==> src/verilog/rv_pkg.sv <==
package rv_pkg;

    // basic datapath types
    typedef logic [31:0] word_t;
    typedef logic [4:0]  reg_addr_t;

    // major opcodes handled by this core
    typedef enum logic [6:0] {
        OP     = 7'b0110011,
        OP_IMM = 7'b0010011,
        LUI    = 7'b0110111,
        AUIPC  = 7'b0010111
    } opcode_e;

    // alu operations
    typedef enum logic [3:0] {
        ADD  = 4'd0,
        SUB  = 4'd1,
        SLL  = 4'd2,
        SLT  = 4'd3,
        SLTU = 4'd4,
        XOR  = 4'd5,
        SRL  = 4'd6,
        SRA  = 4'd7,
        OR   = 4'd8,
        AND  = 4'd9
    } alu_op_e;

    // first operand source
    typedef enum logic [1:0] {
        REG1 = 2'd0,
        PC   = 2'd1,
        ZERO = 2'd2
    } src1_sel_e;

    // second operand source
    typedef enum logic [1:0] {
        REG2 = 2'd0,
        IMM  = 2'd1
    } src2_sel_e;

    // funct3 codes shared by OP and OP_IMM
    localparam logic [2:0] F3_ADD  = 3'b000;
    localparam logic [2:0] F3_SLL  = 3'b001;
    localparam logic [2:0] F3_SLT  = 3'b010;
    localparam logic [2:0] F3_SLTU = 3'b011;
    localparam logic [2:0] F3_XOR  = 3'b100;
    localparam logic [2:0] F3_SR   = 3'b101;
    localparam logic [2:0] F3_OR   = 3'b110;
    localparam logic [2:0] F3_AND  = 3'b111;

endpackage
==> src/verilog/rv_dec_if.sv <==
interface rv_dec_if import rv_pkg::*; ();

    // operation and operand routing
    alu_op_e   aluop;
    src1_sel_e src1_sel;
    src2_sel_e src2_sel;

    // write-back target
    logic      wd;
    reg_addr_t wreg;

    // operand values
    word_t     reg1;
    word_t     reg2;
    word_t     imm;
    word_t     pc;

    // decoder drives everything
    modport dec (output aluop, src1_sel, src2_sel, wd, wreg, reg1, reg2, imm, pc);

    // execute only needs the operation fields
    modport exe (input aluop, src1_sel, src2_sel, reg1, reg2, imm, pc);

endinterface

==> src/verilog/rv_core.sv <==
module rv_core import rv_pkg::*; #(
    parameter word_t RESET_PC = 32'h0000_0000
) (
    input  logic      clk_i,
    input  logic      rst_n_i,
    input  word_t     inst_i,
    input  logic      inst_valid_i,
    output word_t     inst_addr_o,
    output logic      retire_o,
    output logic      wb_en_o,
    output reg_addr_t wb_addr_o,
    output word_t     wb_data_o
);

    word_t     pc;
    word_t     rdata1;
    word_t     rdata2;
    reg_addr_t raddr1;
    reg_addr_t raddr2;
    word_t     alu_result;
    logic      reg_we;

    // decode to execute bundle
    rv_dec_if dec_bus ();

    rv_fetch #(
        .RESET_PC (RESET_PC)
    ) i_rv_fetch (
        .clk_i     (clk_i),
        .rst_n_i   (rst_n_i),
        .advance_i (inst_valid_i),
        .pc_o      (pc)
    );

    rv_decoder i_rv_decoder (
        .inst_i      (inst_i),
        .pc_i        (pc),
        .reg1_data_i (rdata1),
        .reg2_data_i (rdata2),
        .reg1_addr_o (raddr1),
        .reg2_addr_o (raddr2),
        .dec         (dec_bus.dec)
    );

    // write only on an accepted instruction
    assign reg_we = inst_valid_i & dec_bus.wd;

    rv_regfile i_rv_regfile (
        .clk_i    (clk_i),
        .rst_n_i  (rst_n_i),
        .raddr1_i (raddr1),
        .raddr2_i (raddr2),
        .waddr_i  (dec_bus.wreg),
        .we_i     (reg_we),
        .wdata_i  (alu_result),
        .rdata1_o (rdata1),
        .rdata2_o (rdata2)
    );

    rv_alu i_rv_alu (
        .dec      (dec_bus.exe),
        .result_o (alu_result)
    );

    // retire and write-back view
    assign inst_addr_o = pc;
    assign retire_o    = inst_valid_i;
    assign wb_en_o     = reg_we;
    assign wb_addr_o   = dec_bus.wreg;
    assign wb_data_o   = alu_result;

endmodule

==> src/verilog/rv_fetch.sv <==
module rv_fetch import rv_pkg::*; #(
    parameter word_t RESET_PC = 32'h0000_0000
) (
    input  logic  clk_i,
    input  logic  rst_n_i,
    input  logic  advance_i,
    output word_t pc_o
);

    word_t pc_q;

    // sequential fetch only, no branches
    always_ff @(posedge clk_i or negedge rst_n_i) begin
        if (!rst_n_i) begin
            pc_q <= RESET_PC;
        end else if (advance_i) begin
            // next word
            pc_q <= pc_q + 32'd4;
        end
    end

    // holds while imem not valid
    assign pc_o = pc_q;

endmodule

==> src/verilog/rv_alu.sv <==
module rv_alu import rv_pkg::*; (
    rv_dec_if.exe dec,
    output word_t result_o
);

    word_t      op1;
    word_t      op2;
    logic [4:0] shamt;

    // operand 1 mux
    always_comb begin
        case (dec.src1_sel)
            PC:      op1 = dec.pc;
            ZERO:    op1 = '0;
            default: op1 = dec.reg1;
        endcase
    end

    // operand 2 mux
    always_comb begin
        case (dec.src2_sel)
            IMM:     op2 = dec.imm;
            default: op2 = dec.reg2;
        endcase
    end

    // shift amount from low five bits only
    assign shamt = op2[4:0];

    always_comb begin
        case (dec.aluop)
            ADD:     result_o = op1 + op2;
            SUB:     result_o = op1 - op2;
            SLL:     result_o = op1 << shamt;
            SLT:     result_o = {31'b0, $signed(op1) < $signed(op2)};
            SLTU:    result_o = {31'b0, op1 < op2};
            XOR:     result_o = op1 ^ op2;
            SRL:     result_o = op1 >> shamt;
            SRA:     result_o = word_t'($signed(op1) >>> shamt);
            OR:      result_o = op1 | op2;
            AND:     result_o = op1 & op2;
            default: result_o = '0;
        endcase
    end

endmodule

==> src/verilog/rv_regfile.sv <==
module rv_regfile import rv_pkg::*; (
    input  logic      clk_i,
    input  logic      rst_n_i,
    input  reg_addr_t raddr1_i,
    input  reg_addr_t raddr2_i,
    input  reg_addr_t waddr_i,
    input  logic      we_i,
    input  word_t     wdata_i,
    output word_t     rdata1_o,
    output word_t     rdata2_o
);

    // x1..x31, x0 has no storage
    word_t regs [1:31];

    always_ff @(posedge clk_i or negedge rst_n_i) begin
        if (!rst_n_i) begin
            for (int i = 1; i < 32; i++) begin
                regs[i] <= '0;
            end
        end else if (we_i && (waddr_i != 5'd0)) begin
            regs[waddr_i] <= wdata_i;
        end
    end

    // combinational reads, x0 reads zero
    // no bypass, a write shows up for the next instruction
    assign rdata1_o = (raddr1_i == 5'd0) ? '0 : regs[raddr1_i];
    assign rdata2_o = (raddr2_i == 5'd0) ? '0 : regs[raddr2_i];

endmodule

==> src/verilog/rv_decoder.sv <==
module rv_decoder import rv_pkg::*; (
    input  word_t     inst_i,
    input  word_t     pc_i,
    input  word_t     reg1_data_i,
    input  word_t     reg2_data_i,
    output reg_addr_t reg1_addr_o,
    output reg_addr_t reg2_addr_o,
    rv_dec_if.dec     dec
);

    opcode_e     opcode;
    logic [2:0]  funct3;
    logic [6:0]  funct7;
    logic        f7_zero;
    logic        f7_alt;

    // instruction fields
    assign opcode      = opcode_e'(inst_i[6:0]);
    assign funct3      = inst_i[14:12];
    assign funct7      = inst_i[31:25];
    assign reg1_addr_o = inst_i[19:15];
    assign reg2_addr_o = inst_i[24:20];

    // funct7 qualifiers, alt means bit 5 set and nothing else
    assign f7_zero = (funct7 == 7'b0000000);
    assign f7_alt  = (funct7 == 7'b0100000);

    // operands pass straight through
    assign dec.wreg = inst_i[11:7];
    assign dec.reg1 = reg1_data_i;
    assign dec.reg2 = reg2_data_i;
    assign dec.pc   = pc_i;

    rv_imm_gen i_rv_imm_gen (
        .inst_i (inst_i),
        .imm_o  (dec.imm)
    );

    always_comb begin
        // nop unless a legal encoding is found
        dec.wd       = 1'b0;
        dec.aluop    = ADD;
        dec.src1_sel = REG1;
        dec.src2_sel = REG2;
        case (opcode)
            OP: begin
                dec.src2_sel = REG2;
                case (funct3)
                    F3_ADD:  dec.aluop = f7_alt ? SUB : ADD;
                    F3_SLL:  dec.aluop = SLL;
                    F3_SLT:  dec.aluop = SLT;
                    F3_SLTU: dec.aluop = SLTU;
                    F3_XOR:  dec.aluop = XOR;
                    F3_SR:   dec.aluop = f7_alt ? SRA : SRL;
                    F3_OR:   dec.aluop = OR;
                    default: dec.aluop = AND;
                endcase
                // only add/sub and srl/sra have an alternate form
                if (f7_zero) begin
                    dec.wd = 1'b1;
                end else if (f7_alt && (funct3 == F3_ADD || funct3 == F3_SR)) begin
                    dec.wd = 1'b1;
                end
            end
            OP_IMM: begin
                dec.src2_sel = IMM;
                dec.wd       = 1'b1;
                case (funct3)
                    F3_ADD:  dec.aluop = ADD;
                    F3_SLT:  dec.aluop = SLT;
                    F3_SLTU: dec.aluop = SLTU;
                    F3_XOR:  dec.aluop = XOR;
                    F3_OR:   dec.aluop = OR;
                    F3_AND:  dec.aluop = AND;
                    F3_SLL: begin
                        dec.aluop = SLL;
                        dec.wd    = f7_zero;
                    end
                    default: begin
                        // srli / srai picked by imm bit 10
                        dec.aluop = f7_alt ? SRA : SRL;
                        dec.wd    = f7_zero | f7_alt;
                    end
                endcase
            end
            LUI: begin
                // 0 + u-imm
                dec.src1_sel = ZERO;
                dec.src2_sel = IMM;
                dec.wd       = 1'b1;
            end
            AUIPC: begin
                // pc + u-imm
                dec.src1_sel = PC;
                dec.src2_sel = IMM;
                dec.wd       = 1'b1;
            end
            default: begin
                dec.wd = 1'b0;
            end
        endcase
    end

endmodule

==> src/verilog/rv_imm_gen.sv <==
module rv_imm_gen import rv_pkg::*; (
    input  word_t inst_i,
    output word_t imm_o
);

    opcode_e opcode;
    word_t   imm_i_type;
    word_t   imm_u_type;

    assign opcode = opcode_e'(inst_i[6:0]);

    // i-type: sign bit copied into the upper 20 bits
    // shift instructions only look at the low five bits later on
    assign imm_i_type = {{20{inst_i[31]}}, inst_i[31:20]};

    // u-type: upper 20 bits, low 12 cleared
    assign imm_u_type = {inst_i[31:12], 12'b0};

    always_comb begin
        case (opcode)
            LUI,
            AUIPC: begin
                imm_o = imm_u_type;
            end
            // OP_IMM and anything unknown
            default: begin
                imm_o = imm_i_type;
            end
        endcase
    end

endmodule

==> config.mk <==
export PLATFORM = sky130hd
export DESIGN_NAME = rv_core
export DESIGN_NICKNAME = d
export VERILOG_FILES = /design/src/verilog/rv_pkg.sv /design/src/verilog/rv_dec_if.sv /design/src/verilog/rv_core.sv /design/src/verilog/rv_fetch.sv /design/src/verilog/rv_alu.sv /design/src/verilog/rv_regfile.sv /design/src/verilog/rv_decoder.sv /design/src/verilog/rv_imm_gen.sv
export SDC_FILE = /design/constraint.sdc
export NUM_CORES = 2
export LEC_CHECK = 0
export BUFFER_PORTS_ARGS = -buffer_cell sky130_fd_sc_hd__buf_2
export CAP_MARGIN = 20
export CELL_PAD_IN_SITES_DETAIL_PLACEMENT = 0
export CELL_PAD_IN_SITES_GLOBAL_PLACEMENT = 1
export CORE_MARGIN = 10
export CORE_UTILIZATION = 30
export CTS_BUF_LIST = sky130_fd_sc_hd__clkbuf_2 sky130_fd_sc_hd__clkbuf_4 sky130_fd_sc_hd__clkbuf_8
export DETAILED_ROUTE_END_ITERATION = 10
export MAX_ROUTING_LAYER = met4
export PLACE_DENSITY = 0.56
export SLEW_MARGIN = 15
export SYNTH_ARGS = -nofsm -noshare
export SYNTH_HDL_FRONTEND = slang
export SYNTH_SLANG_ARGS = --single-unit
==> constraint.sdc <==
create_clock -name clk_i -period 19.3 [get_ports clk_i]
set_input_delay 3.86 -clock clk_i [delete_from_list [all_inputs] [get_ports clk_i]]
set_output_delay 3.86 -clock clk_i [all_outputs]
set_load 0.1 [all_outputs]
---- Yosys cells after proc, flatten, opt, wreduce, memory -nomap -nowiden ----
Cells that the tools add are included.
cells by class
  eq/ne operators ......................... 24
  reductions and logical operators ........ 13
  $mul .................................... 0
  order comparisons ....................... 6
  shift-type cells ........................ 3
  bitwise operators ....................... 8
  muxes and demuxes ....................... 26
  $add $sub $neg .......................... 3
  divide/modulo/power cells ............... 0
operator list
  cell                     number
  $bwmux W992              1
  $bmux W32 S5             2
  $pmux W32 S10            1
  $mux W32                 8
  $demux W32 S5            1
  $lt A32 B32 Y1           2
  $pmux W32 S2             1
  $pmux W4 S7              2
  $add A32 B3 Y32 const B  1
  $add A32 B32 Y32         1
  $and A32 B32 Y32         1
  $or A32 B32 Y32          1
  $shl A32 B5 Y32          1
  $shr A32 B5 Y32          1
  $sshr A32 B5 Y32         1
  $sub A32 B32 Y32         1
  $xor A32 B32 Y32         1
  $mux W31                 1
  $eq A7 B6 Y1 const B     3
  $ge A6 B6 Y1 const B     3
  $not A5 Y6               3
  $eq A4 B3 Y1 const B     4
  $eq A7 B5 Y1 const B     2
  $eq A3 B3 Y1 const B     4
  other kinds (26)         36
word-level totals
  bits in writable memories ............... 0
  output and inout bits ................... 71
  word-level logic and storage cells ...... 115
  register bits after elaboration ......... 1024
  input bits .............................. 35
  bits in latches ......................... 0
  memories kept ........................... 0
  ROM bits ................................ 0

---- Longest topological paths before layout ----
  word-level depth ........................ 9
  gate-level depth with buffers ........... 28
  mapped depth without buffers ............ 23

---- Cells and area by module ----
A second synthesis with hierarchy kept.
unflattened totals
  cell total of the unflattened synthesis .. 5447
  area total of the unflattened synthesis .. 65783.1 um^2
modules (own cells, without submodules)
  module      cells an instance  instances  sequential area each (um^2)  area an instance (um^2)
  rv_regfile  3691               1          24823.8                      53623.9
  rv_alu      1449               1          0.0                          9412.8
  rv_fetch    118                1          750.7                        1393.8
  rv_decoder  147                1          0.0                          1046.0
  rv_imm_gen  40                 1          0.0                          292.8
  rv_core     2                  1          0.0                          13.8

---- Worst setup path after synthesis ----
No wires, ideal clock.
  path type ............................... in2out
  from .................................... input port inst_i[20]
  to ...................................... output port wb_data_o[25]
  required time ........................... 15440 ps
  arrival ................................. 10233 ps
  path slack .............................. 5207 ps
  path buffers ............................ 10
  stages .................................. 26
  path through ............................ buf_6 buf_4 buf_2 buf_1 buf_1 clkbuf_1 clkbuf_1 a22o_1 mux4_2 nor2_1 o311ai_0 ha_1 clkbuf_1 nor4_1 and3_1 nand2_1 o211ai_1 o21ai_0 o31a_1 o21ai_0 a2bb2oi_1 nor2_1 and3_1 clkbuf_1 buf_2 inv_1
on the way
  cells in the longest elaborated chain, start to end .. 8
  elaborated cells between the ends (all ways) .. 17
  those cells by class .................... add/sub (2); shift (3); mux (7); bitwise (4); reduce/logical (1)
ends and longest elaborated chain
  item                                            line              source
  start: declaration                              rv_core.sv:6      input word_t inst_i,
  $not A5 Y6 (implied by the code)                rv_regfile.sv:29  assign rdata2_o = (raddr2_i == 5'd0) ? '0 : regs[raddr2_i];
  $bmux W32 S5                                    rv_regfile.sv:29
  $mux W32 (implied by the code) (2 in series)    rv_regfile.sv:29
  $mux W32                                        rv_regfile.sv:29
  $mux W32 *                                      rv_alu.sv:21      case (dec.src2_sel)
  $sub A32 B32 Y32, or another cell as far along  rv_alu.sv:33      SUB: result_o = op1 - op2;
  $pmux W32 S10 *                                 rv_alu.sv:31      case (dec.aluop)
  end: declaration                                rv_core.sv:12     output word_t wb_data_o
Mark *: on every way between the ends. The rest lies on a longest branch, timed or not. The select of a mux whose other input is x is not followed.

---- Worst setup path in the final report ----
  from .................................... input port inst_i[3]
  to ...................................... output port wb_data_o[21]
on the way
  cells in the longest elaborated chain, start to end .. 7
  elaborated cells between the ends (all ways) .. 34
  those cells by class .................... add/sub (2); eq/ne (16); shift (3); mux (7); bitwise (3); reduce/logical (3)
ends and longest elaborated chain
  item                                                                      line
  parallel branches: the longest is 6 deep, another holds $sub A32 B32 Y32  --
  $pmux W32 S10 *                                                           rv_alu.sv:31
Every way passes the cells marked *.

==> metrics.yaml <==
cts.repair_timing.setup_buffer_count: 0
number_of_stages_on_the_worst_hold_path: 2
post-route-drc-count: 0
finalWirelength_um: 320000
post_route_cells_drive_above_1_share: 0.230
ios: 106
top_cells_by_area_in_the_synthesized_netlist: "dfrtp_1 (40%), mux4_2 (13%), a21oi_1 (4.7%)"
syn_inst: 6346
min-delay-path-class: "register to register"
run_status: "completed"
post_cts_resize_count: 0
netlist.area_leader.share: 0.398
vdd_ir_drop_max_uv: 68.3
floorplan.initialDensity: 0.302
synth_area_per_cell_um2: 10.1
setup_viol: 0
post_drt_via_cell_ratio: 5.96
pin_count_of_the_biggest_net_entering_global_routing: 154
ys_dominant_reg_cell: "dfrtp_1"
worstSkewPairLatency_ps: 970
dieHeight_um: 483
cell_accounting_for_the_most_synthesized_area: "dfrtp_1"
num-nets-final: 6396
worst_slew_margin_rel: 0.171
track_usage: 0.276
routed_wire_length_per_instance_um: 34.7
end_point_of_the_worst_hold_path: "i_rv_regfile.regs[699]"
fin_util: 0.337
static_leakage_nw: 30.7
synth_seq_area_share: 0.398
synth-async-reset-ratio: 1.00
dieArea_um2: 233000
critical_path.max_stage_delay_ps: 950
critical_path.slowest_cell: "nor4_1"
clock_sink_count: 1022
grt_pass1_vias: 53657
detail_route.first_pass.iterations: 6
worstRegToRegCells: 19
timing.final.crit_share: 0.855
max_cap_violations: 0
dr_total_vias: 54959
drtIter0Drc: 6077
cp_data_arrival_time_ps: 12640
grt_setup_unrepaired: "false"
antenna_left: 0
synth.ff_latch_count: 1022
clock_h_tree_levels: 4
core_region_area_um2: 213000
std_cell_rows: 169
hold_path_startpoint: "i_rv_regfile.regs[699]"
globalRoute.totalOverflow: 0
final_worst_path_period_need_ps: 16500
worst_setup_hold_path_clk_slew_ps: 60
critical_path.endpoint_type: "primary output"
finalWeightedCongestion: 1.01
area.growth.synth_to_final_pct: 11.4
report.final.slew_viol_count: 0
port_buffers: 103
timing.fmax_mhz: 60.6
number_of_antenna_violations_at_the_first_check_in_global_routing: 25
finalHoldViolations: 0
clk_path_buf_depth: 3
required_time_at_the_worst_slack_endpoint_ps: 15440
die_width_um: 483
worst_pin_slew_ps: 1230
cts_hold_repair.buffers: 0
synth-edff-count: 0
setup-tns-final_ps: 0
critical_path_class: "input pin to primary output"
dp_hpwl_um: 225000
cts_root_buffer: "clkbuf_8"
reg2reg_capture_point: "i_rv_regfile.regs[468]"
reg2reg_from: "i_rv_regfile.regs[33]"
preCtsSetupSlack_ps: 3100
critical_path.startpoint_type: "input pin"
fin_worst_skew_ps: 59.7
setup_ws_ps: 2800
grt_pass1_wl_um: 445000
timing.critical_path.mode_cell: "buf_4"
synthesis.yosys.warnings: 0
worst-path-max-fanout: 32
tritoncts: "built"
pwr_density_cell_nw_per_um2: 77.3
cell_area_after_technology_mapping_um2: 64200
worst-r2r-setup-slack_ps: 11230
cts_made_buffers: 179
cell_variety_after_synth: 109
==> report_power, final <==
part,switching [W],internal (W),total [W]
Sequential,0.0000496,0.00218,0.00223
Combinational,0.000860,0.000265,0.00113
Clock,0.000990,0.00119,0.00218
Total,0.00190,0.00363,0.00553
==> critical path, delay by kind of cell <==
kind                       cells  cell delay [ps]
and+or+nand+nor               11             3370
AOI/OAI and AO/OA              7             2180
buffers and inverters          6             1800
adders and majority gates      2             1370
==> final cells by class <==
| type | count | area (um^2) |
|---|---|---|
| clock inverters | 22 | 233 |
| repair buffers | 339 | 2510 |
| multi-input cells | 4576 | 35500 |
| inverters | 137 | 522 |
| flip-flops and latches | 1022 | 25600 |
| diodes | 14 | 35.0 |
| clock buffers | 288 | 3570 |
| fillers | 21745 | 141000 |
| well taps | 2821 | 3530 |
==> cells in the final DEF (no fill, tap or decap), drive strengths merged, types with 25 or more instances in the layout <==
| cell type | n |
|---|---|
| buf | 337 |
| mux2 | 284 |
| nand3 | 67 |
| nand4 | 36 |
| a22oi | 105 |
| nor2b | 41 |
| or2 | 30 |
| nor3 | 153 |
| nand2 | 577 |
| o211ai | 50 |
| nor2 | 624 |
| nor4 | 32 |
| a221oi | 38 |
| clkbuf | 289 |
| o22ai | 31 |
| a31oi | 42 |
| and3 | 33 |
| a211oi | 70 |
| a22o | 77 |
| mux4 | 391 |
| o21ai | 544 |
| ha | 104 |
| a21oi | 611 |
| inv | 149 |
| xnor2 | 31 |
| nand2b | 25 |
| dfrtp | 1022 |
| mux2i | 259 |
==> layer usage <==
layer,GRT usage,vias up,wire length (um)
li1,-,23283,-
met1,0.367,28489,137000
met2,0.407,2571,140000
met3,0.0580,616,26100
met4,0.119,0,16300
met5,-,-,0
==> Yosys cell counts (31+ instances only) <==
master,instances
nand2_1,577
a21oi_1,602
dfrtp_1,1022
o22ai_1,31
mux4_2,382
a31oi_1,41
buf_2,102
a211oi_1,64
mux2i_1,259
o21ai_0,511
buf_4,44
a221oi_1,36
mux2_2,252
inv_1,130
ha_1,104
buf_1,54
buf_6,37
o21ai_1,33
a22oi_1,104
and3_1,33
xnor2_1,31
nand4_1,33
nand3_1,67
nor3_1,139
a22o_1,77
o211ai_1,46
nor2_1,623
nor2b_1,40
clkbuf_1,363
==> state kept, by name, indices dropped and copies added (netlist names) <==
name / flops
i_rv_fetch.pc_o: 30
i_rv_regfile.regs: 992
==> stage by stage <==
stage                     hold slack (ps)  instances  cell area (um^2)  total power (W)
after floorplan                       458       6347             64200          0.00291
after global placement                474       8884             67600          0.00337
after detailed placement              486       8894             67700          0.00337
after CTS                             499       9204             71500          0.00555
after global routing                  523       9214             71500          0.00571
final                                 497       9219             71500          0.00553
==> worst max-delay path by stage <==
stage / from / to / cells past startpoint
after floorplan: inst_i[20] / wb_data_o[25] / 26
after global placement: inst_i[3] / wb_data_o[21] / 26
after detailed placement: inst_i[21] / wb_data_o[21] / 21
after CTS: inst_i[21] / wb_data_o[21] / 21
after global routing: inst_i[3] / wb_data_o[21] / 26
final: inst_i[3] / wb_data_o[21] / 26
==> cells by family after synthesis <==
| logic type | count (synthesis) | synth area share |
|---|---|---|
| fa+ha+maj | 106 | 0.0209 |
| other cells | 1 | 0.0000584 |
| simple gates | 1694 | 0.118 |
| flops | 1022 | 0.398 |
| compound gates | 1794 | 0.172 |
| mux | 934 | 0.230 |
| buf+inv | 749 | 0.0549 |
| xor+xnor | 46 | 0.00628 |
Power figures use the tool's default switching activity.
